## src/common/cpu_defines.svh

```systemverilog
`ifndef CPU_DEFINES_SVH
`define CPU_DEFINES_SVH

// Datapath word width
`define XLEN 32

// Register file index width, 32 registers
`define REG_AW 5

// Instruction address width
`define PC_W 12

// Data memory index width, 256 words
`define DMEM_AW 8

`define IMM_W 17
`define STATUS_W 27

// jal writes its return address here
`define LINK_REG 31

`endif

```

## src/common/cpu_pkg.sv

```systemverilog
`default_nettype none

`include "cpu_defines.svh"

package cpu_pkg;

	////////////////////
	// Widths with meaning

	typedef logic [`XLEN-1:0]    word_t;
	typedef logic [`XLEN-1:0]    instr_t;
	typedef logic [`REG_AW-1:0]  reg_idx_t;
	typedef logic [`PC_W-1:0]    pc_t;
	typedef logic [`IMM_W-1:0]   imm_t;
	typedef logic [`STATUS_W-1:0] status_t;
	typedef logic [`DMEM_AW-1:0] dmem_addr_t;

	////////////////////
	// Encodings

	// Instruction bits 31:27
	typedef enum logic [4:0] {
		OP_ARITH = 5'd0,
		OP_J     = 5'd1,
		OP_BNE   = 5'd2,
		OP_JAL   = 5'd3,
		OP_JR    = 5'd4,
		OP_ADDI  = 5'd5,
		OP_BLT   = 5'd6,
		OP_SW    = 5'd7,
		OP_LW    = 5'd8,
		OP_SETX  = 5'd21
	} opcode_e;

	// R-type ALU op, bits 6:2
	typedef enum logic [4:0] {
		ALU_ADD = 5'd0,
		ALU_SUB = 5'd1,
		ALU_AND = 5'd2,
		ALU_OR  = 5'd3,
		ALU_SLL = 5'd4,
		ALU_SRA = 5'd5
	} alu_op_e;

	// Register write-back source
	typedef enum logic [1:0] {
		WB_ALU,
		WB_MEM,
		WB_LINK
	} wb_sel_e;

endpackage

`default_nettype wire

```

## src/common/ctrl_if.sv

```systemverilog
`timescale 1ns/1ns
`default_nettype none

interface ctrl_if;

	// ALU control
	cpu_pkg::alu_op_e  alu_op;
	logic [4:0]        shamt;
	cpu_pkg::word_t    imm;
	logic              use_imm;

	// Register file
	cpu_pkg::reg_idx_t ra_idx;
	cpu_pkg::reg_idx_t rb_idx;
	cpu_pkg::reg_idx_t wr_idx;
	logic              reg_we;
	cpu_pkg::wb_sel_e  wb_sel;

	// Store strobe
	logic              mem_we;

	// Control flow, target also feeds setx
	logic              is_bne;
	logic              is_blt;
	logic              is_j;
	logic              is_jr;
	cpu_pkg::status_t  target;

	// Status register
	logic              ovf_chk;
	logic              setx;

	modport decoder (
		output alu_op, shamt, imm, use_imm, ra_idx, rb_idx, wr_idx, reg_we, wb_sel,
		output mem_we, is_bne, is_blt, is_j, is_jr, target, ovf_chk, setx
	);

	modport datapath (
		input alu_op, shamt, imm, use_imm, ra_idx, rb_idx, wr_idx, reg_we, wb_sel,
		input mem_we, is_bne, is_blt, is_j, is_jr, target, ovf_chk, setx
	);

endinterface

`default_nettype wire

```

## src/verilog/pc_unit.sv

```systemverilog
`timescale 1ns/1ns
`default_nettype none

`include "cpu_defines.svh"

module pc_unit (
	input  logic           i_clk,
	input  logic           i_rst_n,
	ctrl_if.datapath       ctl,
	input  logic           i_ne,
	input  logic           i_lt,
	input  cpu_pkg::word_t i_jr_addr,
	output cpu_pkg::pc_t   o_pc,
	output cpu_pkg::pc_t   o_pc_plus_one
);

	cpu_pkg::pc_t pc_q;
	cpu_pkg::pc_t pc_next;
	cpu_pkg::pc_t pc_branch;
	logic         taken;

	assign o_pc_plus_one = pc_q + 1'b1;
	// Branch offset is relative to PC+1
	assign pc_branch     = o_pc_plus_one + ctl.imm[`PC_W-1:0];

	// Only place a branch condition is tested
	assign taken = (ctl.is_bne && i_ne) || (ctl.is_blt && i_lt);

	always_comb begin
		if (ctl.is_jr) begin
			pc_next = i_jr_addr[`PC_W-1:0];
		end else if (ctl.is_j) begin
			pc_next = ctl.target[`PC_W-1:0];
		end else if (taken) begin
			pc_next = pc_branch;
		end else begin
			pc_next = o_pc_plus_one;
		end
	end

	always_ff @(posedge i_clk or negedge i_rst_n) begin
		if (!i_rst_n) begin
			pc_q <= '0;
		end else begin
			pc_q <= pc_next;
		end
	end

	assign o_pc = pc_q;

	a_pc_step: assert property (@(posedge i_clk) disable iff (!i_rst_n)
		!(ctl.is_j || ctl.is_jr || ctl.is_bne || ctl.is_blt) |=> o_pc == $past(o_pc_plus_one))
		else $error("PC did not step by one");

endmodule

`default_nettype wire

```

## src/flat_wrapper.sv

```systemverilog
// flat-port wrapper written by rule: the top's interface ports become plain ports
module pc_unit_flat 
  (i_clk, i_rst_n, i_ne, i_lt, i_jr_addr, o_pc, o_pc_plus_one, ctl_alu_op, ctl_shamt, ctl_imm, ctl_use_imm, ctl_ra_idx, ctl_rb_idx, ctl_wr_idx, ctl_reg_we, ctl_wb_sel, ctl_mem_we, ctl_is_bne, ctl_is_blt, ctl_is_j, ctl_is_jr, ctl_target, ctl_ovf_chk, ctl_setx);
  ctrl_if ctl_i ();
  input  logic i_clk;
  input  logic i_rst_n;
  input  logic i_ne;
  input  logic i_lt;
  input  cpu_pkg::word_t i_jr_addr;
  output cpu_pkg::pc_t o_pc;
  output cpu_pkg::pc_t o_pc_plus_one;
  input wire logic [$bits(ctl_i.alu_op)-1:0] ctl_alu_op;
  input wire logic [$bits(ctl_i.shamt)-1:0] ctl_shamt;
  input wire logic [$bits(ctl_i.imm)-1:0] ctl_imm;
  input wire logic [$bits(ctl_i.use_imm)-1:0] ctl_use_imm;
  input wire logic [$bits(ctl_i.ra_idx)-1:0] ctl_ra_idx;
  input wire logic [$bits(ctl_i.rb_idx)-1:0] ctl_rb_idx;
  input wire logic [$bits(ctl_i.wr_idx)-1:0] ctl_wr_idx;
  input wire logic [$bits(ctl_i.reg_we)-1:0] ctl_reg_we;
  input wire logic [$bits(ctl_i.wb_sel)-1:0] ctl_wb_sel;
  input wire logic [$bits(ctl_i.mem_we)-1:0] ctl_mem_we;
  input wire logic [$bits(ctl_i.is_bne)-1:0] ctl_is_bne;
  input wire logic [$bits(ctl_i.is_blt)-1:0] ctl_is_blt;
  input wire logic [$bits(ctl_i.is_j)-1:0] ctl_is_j;
  input wire logic [$bits(ctl_i.is_jr)-1:0] ctl_is_jr;
  input wire logic [$bits(ctl_i.target)-1:0] ctl_target;
  input wire logic [$bits(ctl_i.ovf_chk)-1:0] ctl_ovf_chk;
  input wire logic [$bits(ctl_i.setx)-1:0] ctl_setx;
  assign ctl_i.alu_op = ctl_alu_op;
  assign ctl_i.shamt = ctl_shamt;
  assign ctl_i.imm = ctl_imm;
  assign ctl_i.use_imm = ctl_use_imm;
  assign ctl_i.ra_idx = ctl_ra_idx;
  assign ctl_i.rb_idx = ctl_rb_idx;
  assign ctl_i.wr_idx = ctl_wr_idx;
  assign ctl_i.reg_we = ctl_reg_we;
  assign ctl_i.wb_sel = ctl_wb_sel;
  assign ctl_i.mem_we = ctl_mem_we;
  assign ctl_i.is_bne = ctl_is_bne;
  assign ctl_i.is_blt = ctl_is_blt;
  assign ctl_i.is_j = ctl_is_j;
  assign ctl_i.is_jr = ctl_is_jr;
  assign ctl_i.target = ctl_target;
  assign ctl_i.ovf_chk = ctl_ovf_chk;
  assign ctl_i.setx = ctl_setx;
  pc_unit u_core (.i_clk(i_clk), .i_rst_n(i_rst_n), .ctl(ctl_i), .i_ne(i_ne), .i_lt(i_lt), .i_jr_addr(i_jr_addr), .o_pc(o_pc), .o_pc_plus_one(o_pc_plus_one));
endmodule
```

## config.mk

```make
export PLATFORM = sky130hd
export DESIGN_NAME = pc_unit_flat
export DESIGN_NICKNAME = d
export VERILOG_FILES = /design/src/common/cpu_pkg.sv /design/src/common/ctrl_if.sv /design/src/verilog/pc_unit.sv /design/src/flat_wrapper.sv
export VERILOG_INCLUDE_DIRS = /design/src /design/src/common
export SDC_FILE = /design/constraint.sdc
export NUM_CORES = 1
export LEC_CHECK = 0
export ABC_CLOCK_PERIOD_IN_PS = 7300
export BUFFER_PORTS_ARGS = -buffer_cell sky130_fd_sc_hd__buf_2
export CAP_MARGIN = 20
export CORE_ASPECT_RATIO = 1.5
export CORE_MARGIN = 5
export CORE_UTILIZATION = 37
export DETAILED_ROUTE_END_ITERATION = 10
export PLACE_DENSITY = 0.86
export SLEW_MARGIN = 0
export SYNTH_ARGS = -nofsm -noshare
export SYNTH_HDL_FRONTEND = slang
export SYNTH_SLANG_ARGS = --single-unit
export TNS_END_PERCENT = 1
```

## constraint.sdc

```tcl
create_clock -name i_clk -period 7.3 [get_ports i_clk]
set_input_delay 1.095 -clock i_clk [delete_from_list [all_inputs] [get_ports i_clk]]
set_output_delay 1.095 -clock i_clk [all_outputs]
set_load 0.01 [all_outputs]
```

# Word-level counts from Yosys, hierarchy flattened
# Index checks and enable logic that the tools add are counted.
word_totals:
  ff_bits: 12
  output_inout_bits: 24
  elab_cells: 9
op_classes:
  n_addsub: 2
  muxes: 3
  reduce_logical: 3
op_table:
  columns: ["op", "count"]
  rows:
  - ["two-way mux 12 bit", 3]
  - ["adder 12 x 1 -> 12 bit, second input constant", 1]
  - ["adder 12 bit", 1]
  - ["logical AND 1 bit", 2]
  - ["logical OR 1 bit", 1]

# Depth between registers and ports, before layout
# Gate-level depths: netlist of run 1.
depth:
  word_depth: 5
  mapped_depth: 13

# Worst setup path after synthesis of run 1
# OpenSTA, ideal clock, no wires.
synth_path:
  kind: "input to register"
  startpoint: "in ctl_imm[0]"
  endpoint: "reg u_core.pc_q[6], in the netlist u_core.o_pc[6]"
  arrival_ns: 2.686
  path_slack_ns: 4.532
  cell_stages: 9
  path_cell_list: "ha_1 > fa_1 > a21o_1 > a21oi_1 > o21bai_2 > a21oi_1 > xnor2_1 > nand2_1 > a31oi_1"
synth_between:
  elab_chain_len: 4
synth_lines:
  columns: ["item", "line_no", "rtl"]
  rows:
  - ["start: declaration", "flat_wrapper.sv:14", "input wire logic [$bits(ctl_i.imm)-1:0] ctl_imm;"]
  - ["adder 12 bit", "pc_unit.sv:24", "assign pc_branch = o_pc_plus_one + ctl.imm[`PC_W-1:0];"]
  - ["two-way mux 12 bit", "pc_unit.sv:34", "end else if (taken) begin"]
  - ["two-way mux 12 bit", "pc_unit.sv:32", "end else if (ctl.is_j) begin"]
  - ["two-way mux 12 bit", "pc_unit.sv:30", "if (ctl.is_jr) begin"]
  - ["net u_core.pc_next[6]", "pc_unit.sv:18", "cpu_pkg::pc_t pc_next;"]
  - ["end signal: assignment", "pc_unit.sv:45", "pc_q <= pc_next;"]
  - ["end: declaration", "pc_unit.sv:17", "cpu_pkg::pc_t pc_q;"]
# The timed path passes the listed nets, and every way through them passes these cells.

# Final worst setup path of run 1
layout_path:
  startpoint: "reg u_core.pc_q[0], in the netlist u_core.o_pc[0]"
  endpoint: "out o_pc_plus_one[10]"
layout_between:
  elab_chain_len: 1
layout_lines:
  columns: ["item", "line_no", "rtl"]
  rows:
  - ["adder 12 x 1 -> 12 bit", "pc_unit.sv:22", "assign o_pc_plus_one = pc_q + 1'b1;"]
  - ["end: declaration", "flat_wrapper.sv:11", "output cpu_pkg::pc_t o_pc_plus_one;"]
# No other way between the ends.

==> results list, run 1 <==
* Maximum vdd drop: approximately 0.14 mV
* Die Span Y: approximately 86 um
- CP max FO: 5
- During synthesis, Yosys emitted a total of 0 warnings.
- Final critical-path setup slack: approximately 4.3 ns
- In this run the tightest slew margin relative to its limit is between 20% and 30%.
* Final setup violation count: 0
* GRT Residual Overflow: 0
* Core area: 0.003682 sq mm
* Number of inserted diodes: 0
- Number of buffers inserted during clock tree synthesis: 3
- Top post-synthesis cells by area: sky130_fd_sc_hd__dfrtp_1 21%, sky130_fd_sc_hd__ha_1 13%, sky130_fd_sc_hd__xnor2_1 7.5%
* Setup Skew: between 0.002 and 0.0025 ns
- Outcome: completed
* Pwr dens: around 180 mW/mm^2
- In this run the count of I/O pins placed on the die edge is 155.
* Layout cell share with drive strength beyond 1: roughly a third
- DP HPWL: 3518 um
- Once the floorplan was initialized, standard cells occupied a little under two fifths of the core.
- For the pin with the worst max-slew slack, the measured transition is between 1 and 1.5 ns.
- Critical Path AT: 1.91 ns
* H-tree level count: 1
- The number of antenna violations at the first check in global routing came to 0.
* Buffer levels on the longest clock path: 2
* Post-layout net count: 390
* Switching power of the nets: approximately 130 uW
- Proportion of netlist area held by the largest area contributor: about a fifth
- Final critical-path required period: ~3 ns
- Setup repair after global routing left no endpoint under its margin.
- After synthesis the netlist holds a flip-flop and latch count of 12.
- Buffers added to address setup during post-CTS repair amount to 0.
- Count of placed standard cells including taps: 281
- In the layout the commonest cells are 67 x sky130_fd_sc_hd__buf_2, 25 x sky130_fd_sc_hd__nand2_1, 16 x sky130_fd_sc_hd__nor2_1, 16 x sky130_fd_sc_hd__a21oi_1, 15 x sky130_fd_sc_hd__ha_1.
* Total Die Area: around 0.0052 sq mm
* Most frequent standard cell in the layout excluding fill and tap cells: sky130_fd_sc_hd__buf_2
- The first global-routing pass estimated 6375 um of wire.
- The number of nets handed over by synthesis was 323.
- Max-cap violations in this run came to 0.
* Number of nets with antenna violations after detailed routing: 0
- The final layout contains routed wiring with a total length of about 4100 um.
- The critical path starts at u_core.o_pc[0].
- The number of failing hold endpoints at the final stage is 0.
- Gp weighted congestion: between 0.8 and 0.9
* First-pass DRT Iterations: 4
- The mapped netlist covers between 0.001 and 0.0015 sq mm.
- STA classifies the critical path startpoint as a flop.
* Clk_lat worst skew: 0.24 ns
* Vias after detailed routing: between 1.5k and 2k
- The internal power of the cells totals 192.6 uW.
- The number of global-route vias before repair was 1427.
- Cell taking the most area after synthesis: sky130_fd_sc_hd__dfrtp_1
* Depth of the most critical reg-to-reg path: 13
- For this design the static power due to leakage is roughly 0.9 nW.
* Max FFs per register: 12
* Num Clock Sinks: 12
* Final Max Tran Viols: 0
- The cell sitting at the root of the clock tree is a sky130_fd_sc_hd__clkbuf_8.
- TritonCTS built the clock tree.
* Cells after Synth: 176
- The first routing iteration left approximately 110 violations.
- After detailed routing, the average wire length per cell comes to ~15 um.
- The worst setup path is of the reg2out kind.
- Maximum number of pins on one net before global-route repair: 19
- In this run, post-CTS repair resized a total of 0 instances.
- Share of total power consumed by net switching: 40.78%
- Cells fill between 40% and 50% of the core in the end.
- Category of the worst setup path capture point: output port
* Path category of the worst min-delay check: in2async
- Gr usage total: 15.69%
- At the worst endpoint, the required time is between 6 and 7 ns.
- Number of rows created at floorplan: 27
- Share of total power in sequential cells: between 20% and 30%
- Total power draw: about 330 uW
- Sum of negative setup slack: 0 ns
- In the routed design, unresolved DRC markers number 0.
- Port buffering added 67 buffers.
- Via count normalized by instance count: approximately 5.4
- Of the available clock period, the critical path in the final layout requires 41.16%.
* Worst setup slack after placement: roughly 4.2 ns
- The startpoint identified for the worst register-to-register timing path is u_core.o_pc[0].
- Derived from the worst setup path, the maximum achievable clock frequency is 332.8 MHz.
- Avg Inst Size Synth: approximately 8.0 sq um
- From left edge to right edge, the die measures ~60 um.
* Clock group share of total power: about 18%
* Number of standard cells in the layout, taps in and fillers out: between 200 and 300
- Comb pwr share: between 50% and 60%
- After clock tree synthesis, the clock-pin slew on the worst setup and hold paths is roughly 0.050 ns.
* Post-synth cell types: 45
- After synthesis, flip-flops and latches occupy 21.33% of the total area.
* Hold buffer count at cts: 0
- Area grow syn2layout: 29.07%
[per-stage QoR]
stage | instance area [sq um] | hold WS [ns]
5_1_grt | 1817 | 0.7395
4_1_cts | 1817 | 0.7290
6_report | 1817 | 0.7239
2_1_floorplan | 1408 | 0.7924
3_3_place_gp | 1775 | 0.7887
3_5_place_dp | 1775 | 0.8059
[worst paths after layout]
kind	slack [ns]	end
worst max-delay path	4.30	o_pc_plus_one[10]
worst min-delay path	0.72	u_core.o_pc[5]
worst max register to register	4.39	u_core.o_pc[11]
worst min register to register	0.79	u_core.o_pc[6]
max in group asynchronous	6.37	u_core.o_pc[10]
min in group i_clk	0.79	u_core.o_pc[6]
[Yosys cell counts, drive strengths merged]
| cell type | count |
|---|---|
| a211o | 1 |
| a211oi | 1 |
| a21o | 6 |
| a21oi | 18 |
| a221oi | 1 |
| a22o | 1 |
| a22oi | 3 |
| a311oi | 1 |
| a31o | 1 |
| a31oi | 2 |
| a41oi | 1 |
| and3 | 1 |
| buf | 2 |
| clkbuf | 3 |
| dfrtp | 12 |
| fa | 1 |
| ha | 15 |
| inv | 5 |
| nand2 | 25 |
| nand3 | 8 |
| nand4 | 1 |
| nor2 | 17 |
| nor2b | 1 |
| nor3 | 4 |
| nor3b | 1 |
| o211a | 1 |
| o211ai | 3 |
| o21a | 2 |
| o21ai | 9 |
| o21bai | 2 |
| o221ai | 2 |
| o22ai | 3 |
| o311ai | 1 |
| o32ai | 1 |
| or2 | 1 |
| xnor2 | 13 |
| xor2 | 6 |
[cell type report]
class | instances | area, sq um
Fill cell | 382 | 1866
Sequential cell | 12 | 300.3
Tap cell | 43 | 53.80
Inverter | 5 | 18.77
Clock buffer | 3 | 41.29
Multi-Input combinational cell | 154 | 1067
Timing Repair Buffer | 67 | 335.3
[cells by family after synthesis]
logic type | synth area share (%)
DFF | 21.33
and+or+nand+nor | 18.31
xor gates and xnor gates | 13.16
adders and majority gates | 14.76
AOI/OAI and AO/OA | 29.60
buffers and inverters | 2.845
[layer usage]
metal	up-vias	wire (um)	global-route usage, %
li1	773	-	-
met1	690	1594	18.53
met2	66	2113	28.44
met3	2	402	4.518
met4	0	8	1.210
met5	-	0	0
[worst max-delay path: stages, from the launching register on]
cell and delay [ns]:
sky130_fd_sc_hd__dfrtp_1 0.44, sky130_fd_sc_hd__ha_1 0.24, sky130_fd_sc_hd__nand2_1 0.06, sky130_fd_sc_hd__or2_1 0.27, sky130_fd_sc_hd__nor2_1 0.13, sky130_fd_sc_hd__xor2_1 0.33
sky130_fd_sc_hd__buf_2 0.21
[power groups by stage]
stage          Sequential [mW]  Clock [mW]  Combinational, mW
5_1_grt                 0.0858      0.0622              0.204
6_report                0.0843      0.0572              0.184
3_3_place_gp            0.0849           0              0.180
2_1_floorplan           0.0885           0              0.123
4_1_cts                 0.0844      0.0597              0.185
3_5_place_dp            0.0854           0              0.184
Power figures use the tool's default switching activity.
==> inputs of run 2 (changes only) <==
- ABC_AREA: not set -> 1
- ABC_CLOCK_PERIOD_IN_PS: 7300 -> 2800
- PLACE_DENSITY: 0.86 -> 0.82
- clock period: 7.3 -> 2.8 ns (I/O delays scaled with it)
==> results list, run 2 <==
- Outcome: completed
- Via count normalized by instance count: ~5.0
* GRT Residual Overflow: 0
* Total power draw: roughly 890 uW
* Beginning of the critical path: u_core.o_pc[0]
- Maxcap violations: 0
- Number of rows created at floorplan: 29
* CTS Root Buffer Type: sky130_fd_sc_hd__clkbuf_8
- Number of nets with antenna violations after detailed routing: 0
* Yosys warns: 0
- Type of element launching the critical path: flop
- Clock tree synthesis inserted a total of 3 buffers.
- Final critical-path required period: 2.560 ns
- DRC errors left: 0
* Worst setup slack after placement: ~0.16 ns
- Cells with a size suffix above 1 make up a little over a quarter of the layout.
- CP max FO: 5
* Gp weighted congestion: between 0.8 and 0.9
- The floorplan step set the die width to 63.15 um.
- The top cell types in the final layout, fill and taps aside, are 69 x sky130_fd_sc_hd__nand2_1, 67 x sky130_fd_sc_hd__buf_2, 35 x sky130_fd_sc_hd__inv_1, 25 x sky130_fd_sc_hd__nand3_1, 19 x sky130_fd_sc_hd__nor2_1.
- TritonCTS clock tree: yes
- Buffers placed on the I/O ports in this run total between 60 and 70.
* Pwr dens: roughly 440 mW/mm^2
- The number of placed instances, taps included, is 354.
* Worst reg2reg path startpoint: u_core.o_pc[0]
- Most repeated cell in the gate-level netlist after synthesis: sky130_fd_sc_hd__nand2_1
- Summing the sequential cell areas from Yosys gives 19.15% of the chip area.
- DRT Wirelength: about 4400 um
* Hold Slack: around 0.054 ns
- Measured in cells, the most critical reg-to-reg path has a length of 15.
- Fmax achieved: 390.6 MHz
- The most used flip-flop cell after synthesis is sky130_fd_sc_hd__dfrtp_1.
- Gr usage total: between 10% and 20%
- Final critical-path setup slack: about 0.24 ns
- The multi-input combinational cells in the finished layout cover a total of 0.001095 sq mm.
- FF+latch area: roughly 300 sq um
* Number of standard cells in the layout, taps in and fillers out: roughly 360
* Final cycle utilization of the critical path: between 90% and 100%
- Area grow syn2layout: 27.61%
- Number of global-route vias before repair: between 1.5k and 2k
- In this run the critical register-to-register path is captured at u_core.o_pc[10].
- In the synthesized netlist the async set-or-reset flop fraction comes to between 90% and 100%.
- RSZ-0062 raised after global routing: no
- Post-synthesis net count: between 300 and 400
- Data on the critical path arrives at its endpoint at about 2.7 ns.
* H-tree level count: 1
* Type of the worst setup path: reg2reg
- The register with the most flip-flops in the layout has 12 of them.
- Worst Setup EP: u_core.o_pc[10]
- Proportion of netlist area held by the largest area contributor: between 10% and 20%
- The worst-case IR drop observed on VDD is about 0.30 mV.
- Die Span Y: between 80 and 90 um
- Post-detailed-route wirelength per cell: 12.36 um
- Initial Util: between 30% and 40%
- Vias after detailed routing: roughly 1.8k
- Category of the worst setup path capture point: flop
* Number of inserted diodes: 0
- Headroom to the max-slew limit came out at 66.88%.
- First-pass DRT Iterations: 4
- Register-to-register setup slack: 0.24 ns
* Post-layout net count: between 400 and 500
* Core area: 0.004173 sq mm
- Clock-pin slew was measured on the worst setup and hold paths at 0.05 ns.
- Buffers inserted to repair hold after CTS numbered 0.
- Leak: 1.163 nW
- Worst Max-Slew Pin Slew: roughly 0.49 ns
* Post-synth cell types: 34
- Count of flip-flops with a built-in enable after synthesis: 0
- DP HPWL: roughly 3800 um
* Commonest cells in the synthesized netlist: 69 x sky130_fd_sc_hd__nand2_1, 35 x sky130_fd_sc_hd__inv_1, 25 x sky130_fd_sc_hd__nand3_1, 19 x sky130_fd_sc_hd__nor2_1, 16 x sky130_fd_sc_hd__a21oi_1
- Cell taking the most area after synthesis: sky130_fd_sc_hd__dfrtp_1
- For the final routed database, the setup TNS stands at 0 ns.
* Final number of hold-violating endpoints: 0
- The clock arrives with around 0.00035 ns of skew.
* Buffer levels on the longest clock path: 2
* Final Max Tran Viols: 0
* Path category of the worst min-delay check: in2async
- At the later pin of the worst-skew pair, clock insertion delay measures between 0.2 and 0.25 ns.
- The mapped netlist covers between 0.0015 and 0.002 sq mm.
* Maximum number of pins on one net before global-route repair: 21
- The first global-routing pass estimated 7562 um of wire.
- #FFs+latches synth: 12
- At the worst endpoint, the required time is ~2.9 ns.
- Cells after Synth: between 200 and 250
* Top post-synthesis cells by area: sky130_fd_sc_hd__dfrtp_1 19%, sky130_fd_sc_hd__nand2_1 17%, sky130_fd_sc_hd__ha_1 12%
- Iteration-0 DRC Markers: 36
- Count of filler cells inserted in the layout: between 400 and 500
* Total Die Area: 0.005666 sq mm
- Avg Inst Size Synth: approximately 6.5 sq um
- Count of pins on the block boundary: 155
- The library cell used most frequently in the layout, excluding fill and tap cells, is sky130_fd_sc_hd__nand2_1.
* Final setup violation count: 0
* Num Clock Sinks: 12
- The number of antenna violations at the first check in global routing came to 0.
## run 2: logic make-up (layout without fill, tap and decap cells)
family                   after synthesis  count (layout)  synth area share [%]
XOR/XNOR                              11              11                 6.625
AND/OR/NAND/NOR                      130             130                 37.11
AO/OA/AOI/OAI                         33              33                 12.37
adder cells (fa/ha/maj)               16              16                 13.25
flip-flops                            12              12                 19.15
buffers and inverters                 41             110                 11.49
## run 2: layout make-up
cell class	instances	share of cell area, %
inverter	36	6.754
timing repair buffer	70	17.89
clock buffer	4	2.752
multi-input combinational	190	54.72
sequential	12	15.01
tap	46	2.877
## run 2: timing repair
item / CTS / global route
buffers inserted: 0 / 0
endpoints found under the setup margin: 0 / 2
gates resized for setup: 0 / 3
## run 2: metal layers
metal  vias to the layer above  share of wire [%]  GRT usage (%)
met4                         0                1.9          4.779
met3                         8                7.5          3.117
met5                         -                  0              0
li1                        930                  -              -
met2                        62                 49          27.91
met1                       774                 41          18.76
## run 2: worst min-delay path by stage
stage | to | start | slack (ns)
6_report | u_core.o_pc[9] | i_rst_n | 0.05
3_3_place_gp | u_core.o_pc[9] | i_rst_n | 0.30
2_1_floorplan | u_core.o_pc[0] | i_rst_n | 0.12
4_1_cts | u_core.o_pc[9] | i_rst_n | 0.05
3_5_place_dp | u_core.o_pc[9] | i_rst_n | 0.30
5_1_grt | u_core.o_pc[9] | i_rst_n | 0.07
## run 2: worst max-delay path, stage by stage, from the launching register on
cell and delay (ns):
sky130_fd_sc_hd__dfrtp_1 0.39, sky130_fd_sc_hd__ha_1 0.21, sky130_fd_sc_hd__nand3_2 0.12, sky130_fd_sc_hd__nor3_4 0.19, sky130_fd_sc_hd__nand2_1 0.13, sky130_fd_sc_hd__xnor2_2 0.17
sky130_fd_sc_hd__ha_1 0.38, sky130_fd_sc_hd__inv_1 0.09, sky130_fd_sc_hd__nor3_2 0.20, sky130_fd_sc_hd__nand3_1 0.16, sky130_fd_sc_hd__nand3_1 0.11, sky130_fd_sc_hd__nand2_1 0.05
sky130_fd_sc_hd__nand3_1 0.06, sky130_fd_sc_hd__nand2_1 0.07, sky130_fd_sc_hd__nand2_1 0.07, sky130_fd_sc_hd__nand2_1 0.05
## run 2: per-stage QoR
stage	util [%]	instance area [sq um]
global route	47.95	2001
floorplan	-	1568
finish	47.95	2001
global placement	46.45	1938
CTS	47.77	1993
detailed placement	46.45	1938
## run 2: power by group
| group | switching (mW) | internal (mW) | leakage [nW] |
|---|---|---|---|
| Combinational | 0.290 | 0.200 | 0.993 |
| Sequential | 0.0217 | 0.193 | 0.141 |
| Clock | 0.0563 | 0.124 | 0.0288 |
| Total | 0.368 | 0.517 | 1.16 |
